**src/rtl/usb_ahb_pkg.sv**
```systemverilog
`default_nettype none

package usb_ahb_pkg;

  // ********************************************************************
  // Bus and endpoint widths
  // ********************************************************************

  // AHB address width, covers data window and register block
  localparam int ADDR_W = 7;
  // AHB data width
  localparam int DATA_W = 32;
  // Occupancy and packet size width
  localparam int OCC_W  = 7;
  // Width of the halfword status and error registers
  localparam int HREG_W = 16;
  // Every register answers for a full word
  localparam int REG_SPAN = 4;

  // ********************************************************************
  // AHB-Lite bus codes
  // ********************************************************************

  // HTRANS encoding
  typedef enum logic [1:0] {
    IDLE   = 2'd0,
    BUSY   = 2'd1,
    NONSEQ = 2'd2,
    SEQ    = 2'd3
  } htrans_e;

  // HSIZE encoding, also the buffer data size
  typedef enum logic [1:0] {
    BYTE = 2'd0,
    HALF = 2'd1,
    WORD = 2'd2
  } hsize_e;

  // ********************************************************************
  // Register map
  // ********************************************************************

  // Data window runs from 0x00 up to here
  localparam logic [ADDR_W-1:0] BUF_LAST    = 7'h3F;
  // Read-only endpoint status halfword
  localparam logic [ADDR_W-1:0] STATUS_ADDR = 7'h40;
  // Read-only error flags halfword
  localparam logic [ADDR_W-1:0] ERROR_ADDR  = 7'h42;
  // Read-only buffer occupancy
  localparam logic [ADDR_W-1:0] OCC_ADDR    = 7'h44;
  // Read/write transmit packet size
  localparam logic [ADDR_W-1:0] PKT_ADDR    = 7'h48;

  // Bit positions inside the status halfword
  localparam int ST_RX_READY  = 0;
  localparam int ST_RX_ACTIVE = 1;
  localparam int ST_TX_ACTIVE = 8;

  // Bit positions inside the error halfword
  localparam int ER_RX = 0;
  localparam int ER_TX = 8;

  // Target of one access as seen in the data phase
  typedef enum logic [2:0] {
    REG_BUF    = 3'd0,
    REG_STATUS = 3'd1,
    REG_ERROR  = 3'd2,
    REG_OCC    = 3'd3,
    REG_PKT    = 3'd4,
    REG_BAD    = 3'd5
  } region_e;

endpackage

`default_nettype wire

```
**src/rtl/ahb_addr_decode.sv**
```systemverilog
`default_nettype none

module ahb_addr_decode
  import usb_ahb_pkg::*;
#(
  parameter int ADDR_W = usb_ahb_pkg::ADDR_W
) (
  input  wire logic              tb_clk,
  input  wire logic              rst_i,
  // AHB address phase
  input  wire logic              hsel_i,
  input  wire logic [ADDR_W-1:0] haddr_i,
  input  htrans_e                htrans_i,
  input  hsize_e                 hsize_i,
  input  wire logic              hwrite_i,
  // Ready line as seen on the bus, fed back from the response FSM
  input  wire logic              hready_i,
  // Registered data-phase control
  output logic                   dphase_valid_o,
  output logic                   dphase_write_o,
  output region_e                dphase_region_o,
  output logic [1:0]             dphase_offset_o,
  output hsize_e                 dphase_size_o
);

  // First address past the register block
  localparam logic [ADDR_W-1:0] MAP_END = PKT_ADDR + ADDR_W'(REG_SPAN);

  // ********************************************************************
  // Address classification
  // ********************************************************************

  // Map one address and direction onto a target region
  // Read-only registers turn a write into REG_BAD
  function automatic region_e classify(input logic [ADDR_W-1:0] addr,
                                       input logic              wr);
    region_e sel;
    if (addr <= BUF_LAST) begin
      // Data window, read pops and write pushes
      sel = REG_BUF;
    end else if (addr < ERROR_ADDR) begin
      sel = wr ? REG_BAD : REG_STATUS;
    end else if (addr < OCC_ADDR) begin
      sel = wr ? REG_BAD : REG_ERROR;
    end else if (addr < PKT_ADDR) begin
      sel = wr ? REG_BAD : REG_OCC;
    end else if (addr < MAP_END) begin
      // Only writable register in the block
      sel = REG_PKT;
    end else begin
      // Unmapped space above the register block
      sel = REG_BAD;
    end
    return sel;
  endfunction

  logic    accept;
  region_e region_next;

  // Address phase is taken only for NONSEQ and SEQ
  // IDLE and BUSY fall through and leave no data phase behind
  assign accept = hsel_i && hready_i &&
                  ((htrans_i == NONSEQ) || (htrans_i == SEQ));

  assign region_next = classify(haddr_i, hwrite_i);

  // ********************************************************************
  // Data-phase control registers
  // ********************************************************************

  // Valid flag, cleared outside accepted phases
  // While hready is low the current data phase is held
  always_ff @(posedge tb_clk) begin
    if (rst_i) begin
      dphase_valid_o <= 1'b0;
    end else if (hready_i) begin
      dphase_valid_o <= accept;
    end
  end

  // Payload of the data phase, only meaningful with the valid flag
  always_ff @(posedge tb_clk) begin
    if (accept) begin
      dphase_write_o  <= hwrite_i;
      dphase_region_o <= region_next;
      // Low address bits pick the byte lanes
      dphase_offset_o <= haddr_i[1:0];
      dphase_size_o   <= hsize_i;
    end
  end

endmodule

`default_nettype wire

```
**src/rtl/ahb_err_resp.sv**
```systemverilog
`default_nettype none

module ahb_err_resp
  import usb_ahb_pkg::*;
(
  input  wire logic tb_clk,
  input  wire logic rst_i,
  // Data-phase control from the decoder
  input  wire logic dphase_valid_i,
  input  region_e   dphase_region_i,
  // AHB response
  output logic      hready_o,
  output logic      hresp_o
);

  // Response FSM states
  typedef enum logic [1:0] {
    OKAY       = 2'd0,
    ERR_FIRST  = 2'd1,
    ERR_SECOND = 2'd2
  } resp_state_e;

  resp_state_e state_q;
  resp_state_e state_cur;
  resp_state_e state_next;

  // ********************************************************************
  // Present state
  // ********************************************************************

  // A bad access must show hready low in its very first data cycle
  // So the first ERROR cycle is taken straight from the data-phase control
  always_comb begin
    state_cur = state_q;
    if ((state_q == OKAY) && dphase_valid_i && (dphase_region_i == REG_BAD)) begin
      state_cur = ERR_FIRST;
    end
  end

  // Next state, two ERROR cycles then back to OKAY
  always_comb begin
    case (state_cur)
      ERR_FIRST:  state_next = ERR_SECOND;
      ERR_SECOND: state_next = OKAY;
      default:    state_next = OKAY;
    endcase
  end

  always_ff @(posedge tb_clk) begin
    if (rst_i) begin
      state_q <= OKAY;
    end else begin
      state_q <= state_next;
    end
  end

  // ********************************************************************
  // Response outputs
  // ********************************************************************

  // First cycle stalls the master, second one completes the error
  always_comb begin
    case (state_cur)
      ERR_FIRST: begin
        hready_o = 1'b0;
        hresp_o  = 1'b1;
      end
      ERR_SECOND: begin
        hready_o = 1'b1;
        hresp_o  = 1'b1;
      end
      default: begin
        hready_o = 1'b1;
        hresp_o  = 1'b0;
      end
    endcase
  end

endmodule

`default_nettype wire

```
**src/rtl/ep_reg_file.sv**
```systemverilog
`default_nettype none

module ep_reg_file
  import usb_ahb_pkg::*;
#(
  parameter int DATA_W = usb_ahb_pkg::DATA_W
) (
  input  wire logic              tb_clk,
  input  wire logic              rst_i,
  // Data-phase control from the decoder
  input  wire logic              dphase_valid_i,
  input  wire logic              dphase_write_i,
  input  region_e                dphase_region_i,
  input  wire logic [1:0]        dphase_offset_i,
  input  hsize_e                 dphase_size_i,
  // AHB write data, sampled at the end of the data phase
  input  wire logic [DATA_W-1:0] hwdata_i,
  // Endpoint inputs
  input  wire logic [DATA_W-1:0] rx_data_i,
  input  wire logic              rx_data_ready_i,
  input  wire logic              rx_active_i,
  input  wire logic              rx_error_i,
  input  wire logic              tx_active_i,
  input  wire logic              tx_error_i,
  input  wire logic [OCC_W-1:0]  buf_occupancy_i,
  // AHB read data
  output logic      [DATA_W-1:0] hrdata_o,
  // Buffer commands
  output logic                   get_rx_data_o,
  output logic                   store_tx_data_o,
  output logic      [DATA_W-1:0] tx_data_o,
  output hsize_e                 data_size_o,
  output logic      [OCC_W-1:0]  tx_pkt_size_o
);

  logic [HREG_W-1:0] status_q;
  logic [HREG_W-1:0] error_q;
  logic [OCC_W-1:0]  occ_q;
  logic [4:0]        byte_shift;
  logic [4:0]        half_shift;
  logic [DATA_W-1:0] wr_aligned;
  logic              rd_active;
  logic              wr_active;

  // Data phase qualifiers
  assign rd_active = dphase_valid_i && !dphase_write_i;
  assign wr_active = dphase_valid_i && dphase_write_i;

  // Word registers follow the full byte offset
  assign byte_shift = {dphase_offset_i, 3'b000};
  // Halfword registers sit on the lower or upper half of the word
  assign half_shift = {dphase_offset_i[1], 4'b0000};

  // ********************************************************************
  // Status sampling
  // ********************************************************************

  // Endpoint flags are sampled once per cycle into the register images
  always_ff @(posedge tb_clk) begin
    status_q               <= '0;
    status_q[ST_RX_READY]  <= rx_data_ready_i;
    status_q[ST_RX_ACTIVE] <= rx_active_i;
    status_q[ST_TX_ACTIVE] <= tx_active_i;
    error_q                <= '0;
    error_q[ER_RX]         <= rx_error_i;
    error_q[ER_TX]         <= tx_error_i;
    occ_q                  <= buf_occupancy_i;
  end

  // ********************************************************************
  // Read data and pop strobe
  // ********************************************************************

  // Read word is built during the data phase itself
  always_comb begin
    hrdata_o = '0;
    if (rd_active) begin
      case (dphase_region_i)
        // Buffer word goes out as presented
        REG_BUF:    hrdata_o = rx_data_i;
        REG_STATUS: hrdata_o = DATA_W'(status_q) << half_shift;
        REG_ERROR:  hrdata_o = DATA_W'(error_q) << half_shift;
        REG_OCC:    hrdata_o = DATA_W'(occ_q) << byte_shift;
        REG_PKT:    hrdata_o = DATA_W'(tx_pkt_size_o) << byte_shift;
        default:    hrdata_o = '0;
      endcase
    end
  end

  // Pop the receive buffer in the same cycle the word is returned
  assign get_rx_data_o = rd_active && (dphase_region_i == REG_BUF);

  // ********************************************************************
  // Writes
  // ********************************************************************

  // Bring the addressed byte lanes down to bit 0
  assign wr_aligned = hwdata_i >> byte_shift;

  // Push strobe, one cycle after the write data phase
  always_ff @(posedge tb_clk) begin
    if (rst_i) begin
      store_tx_data_o <= 1'b0;
    end else begin
      store_tx_data_o <= wr_active && (dphase_region_i == REG_BUF);
    end
  end

  // Transmit word and size travel with the push strobe
  always_ff @(posedge tb_clk) begin
    if (wr_active && (dphase_region_i == REG_BUF)) begin
      tx_data_o   <= hwdata_i;
      data_size_o <= dphase_size_i;
    end
  end

  // Packet size register, the only writable register
  always_ff @(posedge tb_clk) begin
    if (rst_i) begin
      tx_pkt_size_o <= '0;
    end else if (wr_active && (dphase_region_i == REG_PKT)) begin
      tx_pkt_size_o <= wr_aligned[OCC_W-1:0];
    end
  end

endmodule

`default_nettype wire

```
**src/rtl/usb_ahb_slave.sv**
```systemverilog
`default_nettype none

module usb_ahb_slave
  import usb_ahb_pkg::*;
#(
  parameter int DATA_W = usb_ahb_pkg::DATA_W,
  parameter int ADDR_W = usb_ahb_pkg::ADDR_W
) (
  input  wire logic              tb_clk,
  input  wire logic              rst_i,
  // AHB-Lite slave side
  input  wire logic              hsel_i,
  input  wire logic [ADDR_W-1:0] haddr_i,
  input  htrans_e                htrans_i,
  input  hsize_e                 hsize_i,
  input  wire logic              hwrite_i,
  input  wire logic [DATA_W-1:0] hwdata_i,
  output logic      [DATA_W-1:0] hrdata_o,
  output logic                   hready_o,
  output logic                   hresp_o,
  // Endpoint status and receive buffer
  input  wire logic [DATA_W-1:0] rx_data_i,
  input  wire logic              rx_data_ready_i,
  input  wire logic              rx_active_i,
  input  wire logic              rx_error_i,
  input  wire logic              tx_active_i,
  input  wire logic              tx_error_i,
  input  wire logic [OCC_W-1:0]  buf_occupancy_i,
  // Endpoint buffer commands
  output logic                   get_rx_data_o,
  output logic                   store_tx_data_o,
  output logic      [DATA_W-1:0] tx_data_o,
  output hsize_e                 data_size_o,
  output logic      [OCC_W-1:0]  tx_pkt_size_o
);

  // Data-phase control shared by the response FSM and the register file
  logic       dphase_valid;
  logic       dphase_write;
  region_e    dphase_region;
  logic [1:0] dphase_offset;
  hsize_e     dphase_size;

  // ********************************************************************
  // Address phase capture
  // ********************************************************************

  // Ready line loops back so a stalled phase is not taken
  ahb_addr_decode #(
    .ADDR_W(ADDR_W)
  ) u_decode (
    .tb_clk          (tb_clk),
    .rst_i           (rst_i),
    .hsel_i          (hsel_i),
    .haddr_i         (haddr_i),
    .htrans_i        (htrans_i),
    .hsize_i         (hsize_i),
    .hwrite_i        (hwrite_i),
    .hready_i        (hready_o),
    .dphase_valid_o  (dphase_valid),
    .dphase_write_o  (dphase_write),
    .dphase_region_o (dphase_region),
    .dphase_offset_o (dphase_offset),
    .dphase_size_o   (dphase_size)
  );

  // Two-cycle ERROR response and ready line
  ahb_err_resp u_err_resp (
    .tb_clk          (tb_clk),
    .rst_i           (rst_i),
    .dphase_valid_i  (dphase_valid),
    .dphase_region_i (dphase_region),
    .hready_o        (hready_o),
    .hresp_o         (hresp_o)
  );

  // ********************************************************************
  // Registers and buffer strobes
  // ********************************************************************

  ep_reg_file #(
    .DATA_W(DATA_W)
  ) u_reg_file (
    .tb_clk          (tb_clk),
    .rst_i           (rst_i),
    .dphase_valid_i  (dphase_valid),
    .dphase_write_i  (dphase_write),
    .dphase_region_i (dphase_region),
    .dphase_offset_i (dphase_offset),
    .dphase_size_i   (dphase_size),
    .hwdata_i        (hwdata_i),
    .rx_data_i       (rx_data_i),
    .rx_data_ready_i (rx_data_ready_i),
    .rx_active_i     (rx_active_i),
    .rx_error_i      (rx_error_i),
    .tx_active_i     (tx_active_i),
    .tx_error_i      (tx_error_i),
    .buf_occupancy_i (buf_occupancy_i),
    .hrdata_o        (hrdata_o),
    .get_rx_data_o   (get_rx_data_o),
    .store_tx_data_o (store_tx_data_o),
    .tx_data_o       (tx_data_o),
    .data_size_o     (data_size_o),
    .tx_pkt_size_o   (tx_pkt_size_o)
  );

endmodule

`default_nettype wire

```
**config.mk**
```make
export PLATFORM = sky130hd
export DESIGN_NAME = usb_ahb_slave
export DESIGN_NICKNAME = d
export VERILOG_FILES = /design/src/rtl/usb_ahb_pkg.sv /design/src/rtl/ahb_addr_decode.sv /design/src/rtl/ahb_err_resp.sv /design/src/rtl/ep_reg_file.sv /design/src/rtl/usb_ahb_slave.sv
export SDC_FILE = /design/constraint.sdc
export NUM_CORES = 1
export LEC_CHECK = 0
export ABC_AREA = 1
export BUFFER_PORTS_ARGS = -buffer_cell sky130_fd_sc_hd__buf_2
export CORE_MARGIN = 1.5
export CORE_UTILIZATION = 39
export DETAILED_ROUTE_END_ITERATION = 7
export GPL_ROUTABILITY_DRIVEN = 1
export MAX_ROUTING_LAYER = met4
export PLACE_DENSITY = 0.71
export SLEW_MARGIN = 40
export SYNTH_ARGS = -nofsm -noshare
export SYNTH_HDL_FRONTEND = slang
export SYNTH_HIERARCHICAL = 1
export SYNTH_SLANG_ARGS = --single-unit
```
**constraint.sdc**
```tcl
create_clock -name tb_clk -period 10.8 [get_ports tb_clk]
set_input_delay 1.08 -clock tb_clk [delete_from_list [all_inputs] [get_ports tb_clk]]
set_output_delay 1.08 -clock tb_clk [all_outputs]
set_load 0.005 [all_outputs]
```
Yosys cells after proc, flatten, opt, wreduce, memory -nomap -nowiden
Cells that the tools add are included.
{ "totals": {"ff_bits": 65, "out_inout_bits": 77, "wordCells": 59} }
{ "classes": {"n_lt_le_gt_ge": 5, "n_eq_ne": 9, "shifts": 5, "n_mux": 13, "n_reduce_logical": 14} }
{ "ops": {"columns": ["op", "n"], "rows": [
  ["case mux 32 bit (5 select lines)", 1],
  ["<< shifter 7 x 5 -> 32 bit", 2],
  ["<< shifter 9 x 5 -> 32 bit", 2],
  ["two-way mux 32 bit", 1],
  [">> shifter 32 x 5 -> 7 bit", 1],
  ["< comparator 7 bit (second input constant)", 4],
  ["two-way mux 3 bit", 6],
  ["logical AND 1 bit", 9],
  ["less-or-equal comparator 7 x 6 -> 1 bit (second input constant)", 1],
  ["== test 2 bit (second input constant)", 3],
  ["== test 3 x 2 -> 1 bit (second input constant)", 2],
  ["== test 3 bit (second input constant)", 2],
  ["two-way mux 2 bit", 2],
  ["== test 3 x 1 -> 1 bit (second input constant)", 1],
  ["zero test 3 bit", 1],
  ["two-way mux 1 bit", 3],
  ["== test 2 x 1 -> 1 bit (second input constant)", 1],
  ["zero test 2 bit", 1],
  ["OR reduction 2 bit", 1],
  ["zero test 1 bit", 1],
  ["logical OR 1 bit", 1]
]} }

Longest topological paths before layout
Gate-level depths: netlist (run 1).
{ "depth": {"ltp_word": 8, "depth_mapped": 9, "ltp_nobuf": 8} }

By module
The synthesis (run 1) kept the hierarchy.
{ "by_module_without_submodules": {"columns": ["mod", "n_inst", "cells_each", "area_per_inst_um2", "seq_area_each_um2"], "rows": [
  ["ep_reg_file", 1, 303, 2648.8, 1421.4],
  ["ahb_addr_decode", 1, 33, 382.9, 260.2],
  ["ahb_err_resp", 1, 9, 60.1, 20.0]
]} }

Worst setup path before layout (run 1)
Ideal clock, no wire load.
{ "synth_path": {"path_type": "register -> register", "startpoint": "register u_decode.dphase_region_o[1]", "endpoint": "register u_reg_file.data_size_o[0], enable pin", "setup_ns": 0.468, "arrival_ns": 3.175, "t_required_ns": 10.332, "slack_ns": 7.157, "stages_incl_launch_ff": 4, "n_path_buf": 0, "synth_period_minus_slack_ns": 3.643, "path_cell_list": "edfxtp_1 nor2_4 nand2_1 nor3_1"} }
{ "synth_via": {"elab_chain_cells": 2} }
{ "synth_lines": {"columns": ["item", "line", "source"], "rows": [
  ["start: declaration", "ahb_addr_decode.sv:21", "output region_e dphase_region_o,"],
  ["start signal: assignment", "ahb_addr_decode.sv:85", "dphase_region_o <= region_next;"],
  ["zero test 3 bit", "ep_reg_file.sv:111", "if (wr_active && (dphase_region_i == REG_BUF)) begin"],
  ["logical AND 1 bit", "ep_reg_file.sv:111", null],
  ["end signal: assignment", "ep_reg_file.sv:113", "data_size_o <= dphase_size_i;"],
  ["end: declaration", "ep_reg_file.sv:32", "output hsize_e data_size_o,"]
]} }
No other way between the ends.
A chain may end at the register's enable or synchronous reset.

Final worst setup path (run 1)
{ "layout_path": {"startpoint": "register u_decode.dphase_offset_o[1]", "endpoint": "output hrdata_o[26]"} }
{ "layout_via": {"elab_chain_cells": 3, "word_cells_on_any_way": 6} }
{ "layout_lines": {"columns": ["item", "line", "source"], "rows": [
  ["start: declaration", "ahb_addr_decode.sv:22", "output logic [1:0] dphase_offset_o,"],
  ["start signal: assignment", "ahb_addr_decode.sv:87", "dphase_offset_o <= haddr_i[1:0];"],
  ["<< shifter 9 x 5 -> 32 bit, or another cell as far along", "ep_reg_file.sv:82", "REG_ERROR: hrdata_o = DATA_W'(error_q) << half_shift;"],
  ["case mux 32 bit (5 select lines) *", "ep_reg_file.sv:78", "case (dphase_region_i)"],
  ["two-way mux 32 bit *", "ep_reg_file.sv:77", "if (rd_active) begin"],
  ["end: declaration", "usb_ahb_slave.sv:18", "output logic [DATA_W-1:0] hrdata_o,"]
]} }
Mark *: on every way between the ends. The rest lies on a longest branch, timed or not.

==> summary.txt, run 1 <==
Outcome = completed
Endpoint, Worst Hold = u_reg_file/data_size_o[1]
Via density = 4.71
Layout Skew = 6.68 ps
Critical path buffers and inverters = 2
Post-synth cell types = 25
DR vias = 2,899
#FFs+latches synth = 64
Max incr delay on CP = 730 ps
Placed Cells incl. Taps = 600
Synthesized net count = 436
Clk slew on worst S/H paths = 70 ps
CTS Buf Count = 9
Final setup violating endpoints = 0
Yosys top cell by area = edfxtp_1
Crit path cell chain = inv_1, nor2_4, nand2_1, a21oi_2, buf_2
GR Util All Layers = 0.193
Final nets = 600
Die X = 92.0 µm
WS Path Type = reg2out
P_sw = 0.122 mW
Clock tree from TritonCTS = yes
Final hold vios = 0
Clock Latency Late Sink = 330 ps
Max Slew Vio Count = 0
CP max-delay cell = edfxtp_1
Post-layout minimum cycle time = 3310 ps
DR WL/cell = 12.6 µm
Worst EP required = 9720 ps
Synthesized instance count = 345
Global-route wire length before repair = 12,400 µm
Worst Hold Class = reg2reg
Remaining routing DRC violations = 0
Leak pwr = 1.95 nW
1st-iter DRT viols = 94
Post-CTS resize count = 0
P&R area growth vs syn = 34.8%
Hold path startpoint = u_decode/dphase_size_o[1]
Die area = 8470 µm²
Largest net degree at the start of global routing = 35
Final period utilization = 0.306
Reg-to-Reg Start = u_decode/dphase_region_o[1]
Yosys top cell area share = 0.408
Commonest non-fill, non-tap cell in the layout = buf_2
Worst reg-to-reg path cell count = 4
MaxCap Viol Count = 0
CTS H-tree depth = 3
Async SR Flop Fraction = 0
Pwr dens = 123 nW/µm²
Hold buffers post-CTS = 0
RSZ-0062 raised after global routing = no
Rows = 32
Reg-to-reg endpoint = u_reg_file/tx_data_o[11]
Max VDD drop = 0.0000529 V
CTS Root Cell = clkbuf_8
Final ANT Viol Nets = 0
Total core area = 7690 µm²
Dominant synthesized flop cell = edfxtp_1
Flop pwr share = 0.523
ANT cells = 0
GPL Wtd Cong = 0.810
Fmax = 0.302 GHz
Commonest non-fill, non-tap cells in the layout = 166 x buf_2, 78 x nand2_1, 42 x edfxtp_1, 37 x inv_1, 32 x nor2_1
Port Buffers = 166
Initial Util = 0.402
Die height = 92.0 µm
Share of layout cells above drive strength 1 = 0.428
Post-Route WL = 7760 µm
Hpwl dp = 5910 µm
Nature of the critical path endpoint = primary output
Least-Margin Pin Slew = 664 ps
Post-synthesis sequential area ratio = 0.550
Worst-path fanout max = 15
Clk pwr share = 0.378
Worst Hold Path Cells = 0
Postcts setup bufs = 0
WP data arrival = 2230 ps
Clk sink count = 64
Combinational Power Share = 0.099
Post-synth EDFFs = 42
DR pass1 iterations = 4
Worst reg-to-reg setup slack = 8960 ps
Crit-path leading delay family = flip-flops
Synth area leaders = edfxtp_1 41%, dfxtp_1 14%, nand2_1 9.5%, a21oi_2 4.8%, inv_1 4.5%
Setup crit start kind = register
Switching part of the total power = 0.237
Setup_tns = 0 ps
Synth Warn # = 6
Vias in the first global route = 2,709
Worst slew margin = 0.557
Top Ports = 168
P_int = 0.392 mW
Final cell count without fillers = 616
Initial antenna violation count = 0
GRT overflow = 0
Syn Area/Cell = 8.96 µm²
Longest Clk Path Bufs = 2
Cell Area, Synth = 3090 µm²
[metrics by stage]
stage	hold slack (ps)	power, mW	util	instance area, µm²	setup WS, ps
5_1_grt	422	0.538	0.542	4170	7260
4_1_cts	413	0.521	0.542	4170	7370
6_report	413	0.513	0.542	4170	7490
3_5_place_dp	405	0.324	0.518	3980	7740
2_1_floorplan	400	0.300	-	3090	7160
3_3_place_gp	400	0.323	0.518	3980	7760
[Yosys cell counts (2+ instances only)]
cell type,number
nand4_1,13
o22ai_1,7
nor3_4,2
a21oi_1,16
a21oi_2,17
o21ai_1,3
nand3_1,16
nor2_2,6
nor2_4,5
buf_2,5
buf_6,3
edfxtp_1,42
clkbuf_1,6
inv_1,37
nand2_2,4
nand2_1,78
dfxtp_1,22
o21ai_0,24
nor2_1,32
inv_2,2
[logic make-up after synthesis]
family / count (synthesis) / share of synthesized area
simple gates: 158 / 0.238
buf+inv: 56 / 0.0793
flops: 64 / 0.550
compound gates: 67 / 0.132
[worst reg2reg max path: cells and delay by family, from the launching register on]
kind,cells,cell delay (ps)
flops,1,520
buf+inv,1,390
simple gates,3,560
[state kept, by name, indices dropped and copies added (netlist names)]
register                    flops
u_reg_file/tx_data_o           32
u_reg_file/tx_pkt_size_o        7
u_reg_file/occ_q                7
u_decode/dphase_region_o        3
u_reg_file/error_q              2
u_err_resp/state_q              1
u_decode/dphase_valid_o         1
u_decode/dphase_offset_o        2
u_reg_file/data_size_o          2
u_decode/dphase_size_o          2
u_decode/dphase_write_o         1
u_reg_file/store_tx_data_o      1
u_reg_file/status_q             3
[layout make-up]
cell class / instances / area, µm²
clock inverters: 6 / 60.1
fillers: 764 / 3520
flip-flops and latches: 64 / 1700
well taps: 102 / 128
multi-input cells: 225 / 1150
clock buffers: 10 / 128
repair buffers: 168 / 846
inverters: 41 / 156
[routing by layer]
layer,global-route usage,routed length [µm],share of wire,vias to the layer above
met5,-,0,0,-
met4,0.0718,159,0.020,0
met3,0.0398,445,0.057,18
met2,0.313,3670,0.47,104
met1,0.238,3480,0.45,1296
li1,-,-,-,1481
[worst max path at each step]
stage / from / to / slack [ps] / cells after the start
finish: u_decode/dphase_offset_o[1] / hrdata_o[26] / 7490 / 5
global route: u_decode/dphase_offset_o[1] / hrdata_o[26] / 7260 / 5
detailed placement: u_decode/dphase_valid_o / hrdata_o[26] / 7740 / 5
floorplan: u_decode/dphase_region_o[1] / u_reg_file/data_size_o[0] / 7160 / 3
CTS: u_decode/dphase_valid_o / hrdata_o[26] / 7370 / 5
global placement: u_decode/dphase_valid_o / hrdata_o[5] / 7760 / 5
[power by group through the flow]
stage	clock [mW]	combinational [mW]	sequential (mW)
after CTS	0.201	0.0510	0.268
final	0.194	0.0509	0.268
after floorplan	0	0.0269	0.273
after detailed placement	0	0.0507	0.274
after global routing	0.212	0.0573	0.269
after global placement	0	0.0498	0.274
Power figures use the tool's default switching activity.
==> run 2: changes to the inputs <==
==> constraint.sdc (replaced) <==
create_clock -name tb_clk -period 3.4 [get_ports tb_clk]
set_input_delay 0.34 -clock tb_clk [delete_from_list [all_inputs] [get_ports tb_clk]]
set_output_delay 0.34 -clock tb_clk [all_outputs]
set_load 0.005 [all_outputs]
==> summary.txt, run 2 (same netlist as run 1, synthesis figures left out) <==
Outcome = completed
Setup crit start kind = register
Leak pwr = 2.00 nW (+2.4%)
Commonest non-fill, non-tap cells in the layout = 166 x buf_2, 78 x nand2_1, 42 x edfxtp_1, 37 x inv_1, 32 x nor2_1
Rows = 32 (unchanged)
Via density = 4.65 (-1.3%)
Total core area = 7690 µm² (unchanged)
ANT cells = 0 (unchanged)
CTS Buf Count = 9 (unchanged)
Die area = 8470 µm² (unchanged)
Post-layout minimum cycle time = 2460 ps
Max FFs per register = 32 (unchanged)
Initial antenna violation count = 0 (unchanged)
Initial Util = 0.402 (unchanged)
Longest Clk Path Bufs = 2 (unchanged)
Hpwl dp = 5930 µm (+0.46%)
Global-route wire length before repair = 12,500 µm (+0.56%)
GPL Wtd Cong = 0.852 (+5.2%)
Biggest regs = u_reg_file/tx_data_o x32, u_reg_file/occ_q x7, u_reg_file/tx_pkt_size_o x7
RSZ-0062 raised after global routing = no
Least-Margin Pin Slew = 691 ps (+27.2 ps)
Nature of the critical path endpoint = primary output
Final ANT Viol Nets = 0 (unchanged)
Final period utilization = 0.724
Final WS setup = 937 ps (-6550 ps)
Port Buffers = 166 (unchanged)
MaxCap Viol Count = 0 (unchanged)
DR pass1 iterations = 5 (+1)
1st-iter DRT viols = 122 (+30%)
CP max-delay cell = edfxtp_1
Fmax = 0.406 GHz
Setup_tns = 0 ps (unchanged)
Layout Skew = 8.81 ps (+2.14 ps)
Final setup violating endpoints = 0 (unchanged)
Post-Route WL = 7820 µm (+0.71%)
Fillers = 750 (-1.8%)
Multi-input gate area = 1160 µm² (+0.54%)
Final hold vios = 0 (unchanged)
GRT overflow = 0 (unchanged)
Pre-CTS setup slack = 1280 ps (-6460 ps)
P&R area growth vs syn = 36.9%
Vias in the first global route = 2,680 (-1.1%)
Largest net degree at the start of global routing = 35 (unchanged)
Worst EP required = 3060 ps (-6660 ps)
Hold buffers post-CTS = 0 (unchanged)
Crit-path leading delay family = simple AND/OR/NAND/NOR gates
WP data arrival = 2120 ps (-110 ps)
Max VDD drop = 0.000255 V (+380%)
Largest register by flop count = u_reg_file/tx_data_o
Die height = 92.0 µm (unchanged)
DR vias = 2,871 (-0.97%)
Pwr dens = 412 nW/µm² (+230%)
Die X = 92.0 µm (unchanged)
Remaining routing DRC violations = 0 (unchanged)
Clock tree from TritonCTS = yes
Share of layout cells above drive strength 1 = 0.434 (+0.00609)
CTS Root Cell = clkbuf_8
Final nets = 602 (+0.33%)
Top Ports = 168 (unchanged)
Max incr delay on CP = 520 ps (-210 ps)
Clock Latency Late Sink = 340 ps (about the same)
Post-CTS resize count = 0 (unchanged)
Worst Hold Class = in2reg
Crit path cell chain = nor2_4, nand2_1, inv_2, nand2_1, a21oi_2, buf_2
Worst slew margin = 0.539 (-0.0181)
Seq. cell area = 1700 µm² (unchanged)
Clk sink count = 64 (unchanged)
CTS H-tree depth = 3 (unchanged)
Critical path buffers and inverters = 2 (unchanged)
WS Path Type = reg2out
Worst-path fanout max = 32 (+17)
DR WL/cell = 12.7 µm (+0.38%)
Postcts setup bufs = 0 (unchanged)
Max Slew Vio Count = 0 (unchanged)
GR Util All Layers = 0.197 (+0.00419)
Clk slew on worst S/H paths = 80 ps (about the same)
Top cell by count, worst path = nand2_1
Commonest non-fill, non-tap cell in the layout = buf_2
## run 2: final timing paths
kind / start / slack, ps / endpoint / depth (start not counted)
hold reg to reg: u_decode/dphase_size_o[1] / 430 / u_reg_file/data_size_o[1] / 0
hold / removal: buf_occupancy_i[5] / 100 / u_reg_file/occ_q[5] / 1
setup / recovery: u_decode/dphase_region_o[1] / 940 / hrdata_o[30] / 6
setup reg to reg: u_decode/dphase_region_o[1] / 1560 / u_reg_file/tx_data_o[23] / 4
## run 2: where the power goes
| part | internal, mW | switching, mW | leakage, nW |
|---|---|---|---|
| sequential | 0.843 | 0.00702 | 0.564 |
| clock | 0.436 | 0.292 | 0.117 |
| combinational | 0.0688 | 0.0972 | 1.32 |
| total | 1.35 | 0.396 | 2.00 |
## run 2: routing by layer
layer / wire (µm) / global-route usage
met1: 3390 / 0.238
met2: 3850 / 0.313
met3: 545 / 0.0464
met4: 36 / 0.0910
met5: 0 / -
## run 2: final cells by class
type | instances | area share
Clock inverter | 6 | 0.0216
Timing Repair Buffer | 170 | 0.203
Clock buffer | 10 | 0.0325
Multi-Input combinational cell | 225 | 0.273
Tap cell | 102 | 0.0302
Sequential cell | 64 | 0.402
Inverter | 41 | 0.0370
## run 2: metrics by stage
stage / power (mW) / hold slack, ps / instance area (µm²) / cells / utilization
final: 1.74 / 99.5 / 4230 / 618 / 0.550
after global placement: 1.03 / 401 / 4000 / 602 / 0.521
after CTS: 1.77 / 72.8 / 4230 / 618 / 0.550
after global routing: 1.83 / 76.3 / 4230 / 618 / 0.550
after floorplan: 0.953 / 368 / 3100 / 345 / -
after detailed placement: 1.03 / 410 / 4000 / 602 / 0.521
